`src/source/rx_ring_pkg.sv`:
```
// ring widths, depth, flag thresholds, register map enum and apb phase enum
package rx_ring_pkg;

	// --------------------------------------------------
	// datapath widths
	// --------------------------------------------------
	// one transceiver word per clock
	localparam int lane_width = 40;
	// ring write side, one qword per gearbox emit
	localparam int qword_width = 64;
	// ring read side, two qwords side by side
	localparam int oword_width = 128;

	// --------------------------------------------------
	// ring geometry and thresholds
	// --------------------------------------------------
	localparam int ring_depth_qwords = 64;
	// qword write address
	localparam int wr_ptr_width = 6;
	// oword read address, one bit narrower than the write side
	localparam int rd_ptr_width = 5;
	// counts 0 to 64 inclusive
	localparam int used_width = 7;
	localparam int almost_full_level = 56;
	localparam int almost_empty_level = 4;

	// apb byte address
	localparam int apb_addr_width = 5;

	// register map, byte addresses
	typedef enum logic [apb_addr_width-1:0] {
		reg_ctrl   = 5'h00,
		reg_status = 5'h04,
		reg_wptr   = 5'h08,
		reg_pop    = 5'h0C,
		reg_lane0  = 5'h10,
		reg_lane1  = 5'h14,
		reg_lane2  = 5'h18,
		reg_lane3  = 5'h1C
	} ring_reg_e;

	// slave side view of the bus phase
	typedef enum logic [1:0] {
		idle,
		setup,
		access
	} apb_phase_e;

endpackage

```
`src/source/rx_gearbox.sv`:
```
// 40-to-64 bit gearbox, residue accumulator with qword emit
`timescale 1ns/1ns

module rx_gearbox (
	input  logic                                reset,
	input  logic                                wrclock,
	input  logic                                enable,
	input  logic                                lane_valid,
	input  logic [rx_ring_pkg::lane_width-1:0]  lane_data,
	output logic                                qword_valid,
	output logic [rx_ring_pkg::qword_width-1:0] qword_data
);
	import rx_ring_pkg::*;

	// up to 63 leftover bits plus one fresh lane word
	logic [lane_width+qword_width-1:0] residue;
	// residue after this cycle's emit, before the append
	logic [lane_width+qword_width-1:0] base;
	// lane word zero extended to residue width
	logic [lane_width+qword_width-1:0] word_ext;
	// number of valid bits in residue, lsb aligned
	logic [6:0]                        pending;
	logic [6:0]                        base_count;
	logic                              take;
	logic                              emit;

	assign word_ext = {{qword_width{1'b0}}, lane_data};

	always_comb begin
		// a full qword is waiting in the low bits
		emit = pending >= 7'(qword_width);
		take = enable & lane_valid;
		if (emit) begin
			base       = residue >> qword_width;
			base_count = pending - 7'(qword_width);
		end else begin
			base       = residue;
			base_count = pending;
		end
	end

	// qword comes straight off the residue register
	assign qword_valid = emit;
	assign qword_data  = residue[qword_width-1:0];

	always_ff @(posedge reset or posedge wrclock) begin
		if (wrclock) begin
			residue <= '0;
			pending <= '0;
		end else if (take) begin
			// new word lands just above the remaining bits
			residue <= base | (word_ext << base_count);
			pending <= base_count + 7'(lane_width);
		end else begin
			residue <= base;
			pending <= base_count;
		end
	end

	// emit every time 64 bits gather keeps the residue from ever spilling
	pending_bound_a: assert property (@(posedge reset) disable iff (wrclock)
		pending <= 7'd103)
		else $error("gearbox pending count overran residue: %0d", pending);

endmodule

```
`src/source/rx_ring_apb_port.sv`:
```
// apb slave, register decode, lane select, pop pulse and capture control
`timescale 1ns/1ns

module rx_ring_apb_port (
	input  logic                                   reset,
	input  logic                                   wrclock,
	input  logic                                   psel,
	input  logic                                   penable,
	input  logic                                   pwrite,
	input  logic [rx_ring_pkg::apb_addr_width-1:0] paddr,
	input  logic [31:0]                            pwdata,
	input  logic [rx_ring_pkg::oword_width-1:0]    oword,
	input  logic [rx_ring_pkg::used_width-1:0]     used,
	input  logic                                   empty,
	input  logic                                   full,
	input  logic                                   almost_full,
	input  logic                                   almost_empty,
	input  logic                                   pop_ok,
	input  logic [rx_ring_pkg::wr_ptr_width-1:0]   wr_ptr,
	input  logic [15:0]                            overflow_count,
	output logic [31:0]                            prdata,
	output logic                                   pready,
	output logic                                   pslverr,
	output logic                                   pop,
	output logic                                   capture_enable
);
	import rx_ring_pkg::*;

	// phase of the current cycle and of the one before
	apb_phase_e  cur_phase;
	apb_phase_e  phase;
	ring_reg_e   reg_sel;
	logic        xfer;
	logic        mapped;
	logic        pop_sel;
	logic [31:0] rd_word;

	always_comb begin
		if (!psel) begin
			cur_phase = idle;
		end else if (!penable) begin
			cur_phase = setup;
		end else begin
			cur_phase = access;
		end
	end

	always_ff @(posedge reset or posedge wrclock) begin
		if (wrclock) begin
			phase <= idle;
		end else begin
			phase <= cur_phase;
		end
	end

	// side effects only once, on the access that follows setup
	assign xfer    = (cur_phase == access) && (phase == setup);
	assign reg_sel = ring_reg_e'(paddr);
	assign pop_sel = pwrite && (reg_sel == reg_pop);

	// --------------------------------------------------
	// read mux and address check
	// --------------------------------------------------
	always_comb begin
		mapped  = 1'b1;
		rd_word = '0;
		case (reg_sel)
			reg_ctrl:   rd_word = {31'b0, capture_enable};
			// flags low, used in 14..8, drops on top
			reg_status: rd_word = {overflow_count, 1'b0, used, 4'b0,
				almost_empty, almost_full, full, empty};
			reg_wptr:   rd_word = {{(32-wr_ptr_width){1'b0}}, wr_ptr};
			reg_pop:    rd_word = '0;
			reg_lane0:  rd_word = oword[31:0];
			reg_lane1:  rd_word = oword[63:32];
			reg_lane2:  rd_word = oword[95:64];
			reg_lane3:  rd_word = oword[127:96];
			default:    mapped  = 1'b0;
		endcase
	end

	// no wait states
	assign pready  = cur_phase == access;
	assign prdata  = (pready && !pwrite) ? rd_word : 32'b0;
	// unmapped address or a pop with less than one oword stored
	assign pslverr = pready && (!mapped || (pop_sel && !pop_ok));
	// occupancy ignores the pulse when pop_ok is low
	assign pop     = xfer && pop_sel;

	always_ff @(posedge reset or posedge wrclock) begin
		if (wrclock) begin
			capture_enable <= 1'b0;
		end else if (xfer && pwrite && reg_sel == reg_ctrl) begin
			capture_enable <= pwdata[0];
		end
	end

	penable_needs_psel_a: assert property (@(posedge reset) disable iff (wrclock)
		$rose(penable) |-> psel)
		else $error("penable raised without psel");

	// every access is entered from a setup or a held access
	access_after_setup_a: assert property (@(posedge reset) disable iff (wrclock)
		cur_phase == access |-> phase != idle)
		else $error("apb access without setup phase");

endmodule

```
`src/source/rx_ring_occupancy.sv`:
```
// ring pointers, used count, status flags and overflow counter
`timescale 1ns/1ns

module rx_ring_occupancy (
	input  logic                                 reset,
	input  logic                                 wrclock,
	input  logic                                 qword_valid,
	input  logic                                 pop,
	output logic                                 wr_en,
	output logic [rx_ring_pkg::wr_ptr_width-1:0] wr_ptr,
	output logic [rx_ring_pkg::rd_ptr_width-1:0] rd_ptr,
	output logic [rx_ring_pkg::used_width-1:0]   used,
	output logic                                 empty,
	output logic                                 full,
	output logic                                 almost_full,
	output logic                                 almost_empty,
	output logic                                 pop_ok,
	output logic [15:0]                          overflow_count
);
	import rx_ring_pkg::*;

	logic do_pop;
	logic drop;

	// --------------------------------------------------
	// flag decode
	// --------------------------------------------------
	assign full         = used == used_width'(ring_depth_qwords);
	// empty means no complete oword to read
	assign empty        = used < used_width'(2);
	assign almost_full  = used >= used_width'(almost_full_level);
	assign almost_empty = used <= used_width'(almost_empty_level);

	// a full ring drops the qword without back pressure to the lane
	assign wr_en  = qword_valid & ~full;
	assign drop   = qword_valid & full;
	// a pop consumes two qwords
	assign pop_ok = ~empty;
	assign do_pop = pop & pop_ok;

	always_ff @(posedge reset or posedge wrclock) begin
		if (wrclock) begin
			wr_ptr         <= '0;
			rd_ptr         <= '0;
			used           <= '0;
			overflow_count <= '0;
		end else begin
			if (wr_en) begin
				wr_ptr <= wr_ptr + 1'b1;
			end
			if (do_pop) begin
				rd_ptr <= rd_ptr + 1'b1;
			end
			// write and pop may land in the same cycle
			case ({wr_en, do_pop})
				2'b10:   used <= used + used_width'(1);
				2'b01:   used <= used - used_width'(2);
				2'b11:   used <= used - used_width'(1);
				default: used <= used;
			endcase
			// saturating drop counter
			if (drop && overflow_count != 16'hFFFF) begin
				overflow_count <= overflow_count + 16'd1;
			end
		end
	end

	// a cycle that starts full never moves the write pointer
	no_write_when_full_a: assert property (@(posedge reset) disable iff (wrclock)
		full |=> $stable(wr_ptr))
		else $error("ring written while full");

	used_bound_a: assert property (@(posedge reset) disable iff (wrclock)
		used <= used_width'(ring_depth_qwords))
		else $error("used count above ring depth: %0d", used);

	// write pointer leads the read side by exactly the used count
	ptr_distance_a: assert property (@(posedge reset) disable iff (wrclock)
		wr_ptr == wr_ptr_width'({rd_ptr, 1'b0} + used[wr_ptr_width-1:0]))
		else $error("pointer distance disagrees with used count");

endmodule

```
`src/source/rx_ring_ram.sv`:
```
// ring memory, 64-bit write port and registered 128-bit read port
`timescale 1ns/1ns

module rx_ring_ram (
	input  logic                                 reset,
	input  logic                                 wr_en,
	input  logic [rx_ring_pkg::wr_ptr_width-1:0] wr_addr,
	input  logic [rx_ring_pkg::qword_width-1:0]  wr_data,
	input  logic [rx_ring_pkg::rd_ptr_width-1:0] rd_addr,
	output logic [rx_ring_pkg::oword_width-1:0]  rd_data
);
	import rx_ring_pkg::*;

	// one qword per entry
	logic [qword_width-1:0] mem [ring_depth_qwords];

	// even and odd qword of the addressed oword
	logic [wr_ptr_width-1:0] rd_lo_addr;
	logic [wr_ptr_width-1:0] rd_hi_addr;

	assign rd_lo_addr = {rd_addr, 1'b0};
	assign rd_hi_addr = {rd_addr, 1'b1};

	// --------------------------------------------------
	// write side
	// --------------------------------------------------
	always_ff @(posedge reset) begin
		if (wr_en) begin
			mem[wr_addr] <= wr_data;
		end
	end

	// --------------------------------------------------
	// read side
	// --------------------------------------------------
	// qword 2k in the low half, 2k+1 above it
	// read during write returns the old contents
	always_ff @(posedge reset) begin
		rd_data <= {mem[rd_hi_addr], mem[rd_lo_addr]};
	end

endmodule

```
`src/source/rx_ring_top.sv`:
```
// receive ring top, lane input through gearbox and ring to the apb port
`timescale 1ns/1ns

module rx_ring_top (
	input  logic                                   reset,
	input  logic                                   wrclock,
	input  logic                                   lane_valid,
	input  logic [rx_ring_pkg::lane_width-1:0]     lane_data,
	input  logic                                   psel,
	input  logic                                   penable,
	input  logic                                   pwrite,
	input  logic [rx_ring_pkg::apb_addr_width-1:0] paddr,
	input  logic [31:0]                            pwdata,
	output logic [31:0]                            prdata,
	output logic                                   pready,
	output logic                                   pslverr
);
	import rx_ring_pkg::*;

	// gearbox output
	logic                    qword_valid;
	logic [qword_width-1:0]  qword_data;
	// occupancy state
	logic                    wr_en;
	logic [wr_ptr_width-1:0] wr_ptr;
	logic [rd_ptr_width-1:0] rd_ptr;
	logic [used_width-1:0]   used;
	logic                    empty;
	logic                    full;
	logic                    almost_full;
	logic                    almost_empty;
	logic                    pop_ok;
	logic [15:0]             overflow_count;
	// host side
	logic                    pop;
	logic                    capture_enable;
	logic [oword_width-1:0]  oword;

	// --------------------------------------------------
	// capture path
	// --------------------------------------------------
	rx_gearbox gearbox_i (
		.reset       (reset),
		.wrclock     (wrclock),
		.enable      (capture_enable),
		.lane_valid  (lane_valid),
		.lane_data   (lane_data),
		.qword_valid (qword_valid),
		.qword_data  (qword_data)
	);

	// read address is always the ring read pointer
	rx_ring_ram ram_i (
		.reset   (reset),
		.wr_en   (wr_en),
		.wr_addr (wr_ptr),
		.wr_data (qword_data),
		.rd_addr (rd_ptr),
		.rd_data (oword)
	);

	rx_ring_occupancy occupancy_i (
		.reset          (reset),
		.wrclock        (wrclock),
		.qword_valid    (qword_valid),
		.pop            (pop),
		.wr_en          (wr_en),
		.wr_ptr         (wr_ptr),
		.rd_ptr         (rd_ptr),
		.used           (used),
		.empty          (empty),
		.full           (full),
		.almost_full    (almost_full),
		.almost_empty   (almost_empty),
		.pop_ok         (pop_ok),
		.overflow_count (overflow_count)
	);

	// --------------------------------------------------
	// host access
	// --------------------------------------------------
	rx_ring_apb_port apb_i (
		.reset          (reset),
		.wrclock        (wrclock),
		.psel           (psel),
		.penable        (penable),
		.pwrite         (pwrite),
		.paddr          (paddr),
		.pwdata         (pwdata),
		.oword          (oword),
		.used           (used),
		.empty          (empty),
		.full           (full),
		.almost_full    (almost_full),
		.almost_empty   (almost_empty),
		.pop_ok         (pop_ok),
		.wr_ptr         (wr_ptr),
		.overflow_count (overflow_count),
		.prdata         (prdata),
		.pready         (pready),
		.pslverr        (pslverr),
		.pop            (pop),
		.capture_enable (capture_enable)
	);

endmodule

```
`config.mk`:
```
export PLATFORM = sky130hd
export DESIGN_NAME = rx_ring_top
export DESIGN_NICKNAME = d
export VERILOG_FILES = /design/src/source/rx_ring_pkg.sv /design/src/source/rx_gearbox.sv /design/src/source/rx_ring_apb_port.sv /design/src/source/rx_ring_occupancy.sv /design/src/source/rx_ring_ram.sv /design/src/source/rx_ring_top.sv
export SDC_FILE = /design/constraint.sdc
export NUM_CORES = 2
export LEC_CHECK = 0
export ABC_AREA = 1
export BUFFER_PORTS_ARGS = -buffer_cell sky130_fd_sc_hd__buf_2
export CAP_MARGIN = 25
export CORE_MARGIN = 5
export CORE_UTILIZATION = 25
export CTS_CLUSTER_SIZE = 24
export DETAILED_ROUTE_END_ITERATION = 12
export MAX_ROUTING_LAYER = met4
export PLACE_DENSITY = 0.38
export SLEW_MARGIN = 40
export SYNTH_ARGS = -nofsm -noshare
export SYNTH_HDL_FRONTEND = slang
export SYNTH_HIERARCHICAL = 1
export SYNTH_SLANG_ARGS = --single-unit
```
`constraint.sdc`:
```
create_clock -name reset -period 9.85 [get_ports reset]
set_clock_uncertainty 0.05 [all_clocks]
set_input_delay 1.97 -clock reset [delete_from_list [all_inputs] [get_ports reset]]
set_output_delay 1.97 -clock reset [all_outputs]
set_load 0.1 [all_outputs]
```
==> impl_metrics.ini <==
[outcome]
status = finished clean

[clock_network]
tritoncts = built
cts.path.max_buffers = 4
numCtsBuffers = 476
clkTransAtPathRegs_ns = 0.06
ctsResizeCount = 0
postCtsSetupBuffers = 0
clk_latency_ns = 1.05
cts_sinks = 4369
ctsHoldBuffers = 0
htreeDepth = 5
cts-root-buf = clkbuf_16

[logic_synthesis]
yosysTopAreaCellShare = 0.700
yosys_most_used_dff = edfxtp_1
yosysSeqAreaShare = 0.736
synth-simple-area-share = 0.226
synth_top_family_by_area = simple AND/OR/NAND/NOR gates
synth_fa_ha_area_frac = 0.000898
syn-instance-count = 14757
post_synth_mux_area_share = 0
ys_seq_elements = 4369
yosys-top-cells-area = edfxtp_1 (70%), nand3_1 (12%), nand2_1 (10%)
synth_xor_area_frac = 0.00125
synth.distinct_cells = 45
synth_common_cells = nand2_1 (4839), edfxtp_1 (4096), nand3_1 (4042)
synth_compound_area_frac = 0.00266
syn_area_sq_um = 176000
syn_avg_cell_area_sq_um = 11.9
syn_nets = 14852
yosysMostFrequentCell = nand2_1
yosysWarnings = 6
ys_async_sr_fraction = 0.0332
synth_edf_count = 4096
synth.largest_area_cell = edfxtp_1

[setup_path]
cp.arrival_ns = 5.11
r2r_slack_ns = 5.02
cp.required_ns = 7.83
cp-end-kind = output pin
start_kind = input port
crit_type = in2out
worstPathMaxFanout = 18

[floorplan]
io_pins = 117
die_h_um = 848
die_width_um = 848
start_util = 0.251
die-area_sq_um = 719000
core_sq_um = 699000
rows = 307

[worst_hold_path]
holdCritPathClass = reg2reg

[sta]
grt_setup_unrepaired = false
slew_headroom = 0.381
setup_viol = 0
tightest_slew_ns = 0.929
fin_crit_ns = 7.13
fin_hold_ws_ns = 0.426
finalHoldViolCount = 0
final_max_slew_viol_count = 0
fin_crit_sh = 0.724
tns_ns = 0
clock.fmax_mhz = 140

[pwr]
peakVddDrop_mv = 0.149
netSwitchingFraction = 0.275
p_comb_frac = 0.120
p_leak_nw = 70.1
power_density_nw_per_um2 = 234
pwr-share-seq = 0.509
power_w = 0.0474
clkPwrFrac = 0.371
intPower_w = 0.0343
p_sw_w = 0.0130

[routing]
drt_iter0_drc = 11306
viasPerCell = 4.74
dr.pass1.iters = 6
finalWirelength_mm = 679
top_layer_used = met4
wl_per_cell_um = 27.8
met2_wirelength_mm = 331
route.detailed.drc = 0
routed-wl-met3_mm = 32.2
vias = 115694
ant_nets = 0
wl_met1_mm = 300

[finish]
multi_input_area_sq_um = 41000
num-fill-cells = 71631
regArea_sq_um = 129000
drive_above_1_share = 0.0895
area_growth_pct = 15.3
nets = 14806
fin_cells = 24414

[global_route]
grt_pass1_vias = 110742
grt_usage = 0.188
grt_pass1_wl_mm = 936
grt_max_degree = 156
grt-ovfl-total = 0
grt_antenna_before_repair = 103

[place]
dp_hpwl_mm = 355
dp_cells = 23494
gp_congestion = 0.794
io_buffers = 85

[job]
maxCapViolCount = 0
cell usage in the layout (no fill, tap or decap), types with 58 or more instances in the layout:
cell type	n
nand3_1	4037
clkbuf_1	147
edfxtp_1	4096
inv_1	104
nor2_4	66
clkinv_1	77
nor2_1	102
clkbuf_8	58
nand2_1	4839
buf_12	60
buf_2	85
clkbuf_16	485
buf_4	281
dfrtp_1	87
clkinv_2	84
dfxtp_1	128
critical path, stage by stage:
cell and delay (ns):
buf_2 0.13, nor2_8 0.28, nand2_4 0.15, nor2_4 0.48, buf_4 0.43, nand2_1 0.10
nand3_1 0.09, nor2_1 0.13, nor2_1 0.69, buf_2 0.57
layout make-up:
class,instances,share of cell area
antenna,19,0.000235
clock buffer,690,0.0666
clock inverter,202,0.00808
inverter,119,0.00260
multi-input combinational,9252,0.203
sequential,4369,0.639
tap,9270,0.0573
timing repair buffer,493,0.0237
per-layer routing:
layer | vias up | global-route usage
met3 | 785 | 0.0199
met1 | 59677 | 0.251
met2 | 3134 | 0.312
li1 | 52098 | -
met4 | 0 | 0.0378
met5 | - | -
power by group through the flow:
stage	clock, W	sequential (W)	combinational (W)
floorplan	0	0.0241	0.00315
global placement	0	0.0245	0.00566
detailed placement	0	0.0245	0.00574
CTS	0.0180	0.0241	0.00575
global route	0.0188	0.0242	0.00619
finish	0.0176	0.0241	0.00569
kinds of logic (layout without fill, tap and decap cells):
| group | Yosys count | after routing |
|---|---|---|
| simple gates | 9133 | 9133 |
| flops | 4369 | 4369 |
| buf+inv | 1136 | 1504 |
| compound gates | 82 | 82 |
| xor+xnor | 25 | 25 |
| fa+ha+maj | 12 | 12 |
| other cells | 0 | 19 |
metrics by stage:
step	area [sq um]	utilization	setup slack [ns]
2_1_floorplan	176000	-	1.45
3_3_place_gp	186000	0.266	2.50
3_5_place_dp	187000	0.267	2.81
4_1_cts	202000	0.289	2.81
5_1_grt	202000	0.289	2.68
6_report	202000	0.289	2.72
flip-flops by register name, summed over array words and instances, names as in the netlist:
name	count
apb_i/phase	2
occupancy_i/wr_ptr	6
ram_i/mem	4096
occupancy_i/used	7
apb_i/capture_enable	1
gearbox_i/pending	4
occupancy_i/rd_ptr	5
ram_i/rd_data	128
gearbox_i/residue	104
occupancy_i/overflow_count	16
final timing paths:
check,from,to,cells past startpoint
worst min register to register,gearbox_i/residue[100],gearbox_i/residue[100],2
worst max-delay path,paddr[1],prdata[31],10
min in group asynchronous,wrclock,apb_i/phase[0],2
worst max register to register,occupancy_i/used[1],ram_i/mem[17][29],9
worst min-delay path,gearbox_i/residue[100],gearbox_i/residue[100],2
max in group asynchronous,wrclock,gearbox_i/residue[15],2
Note: power is estimated with default switching activity, not from simulation.
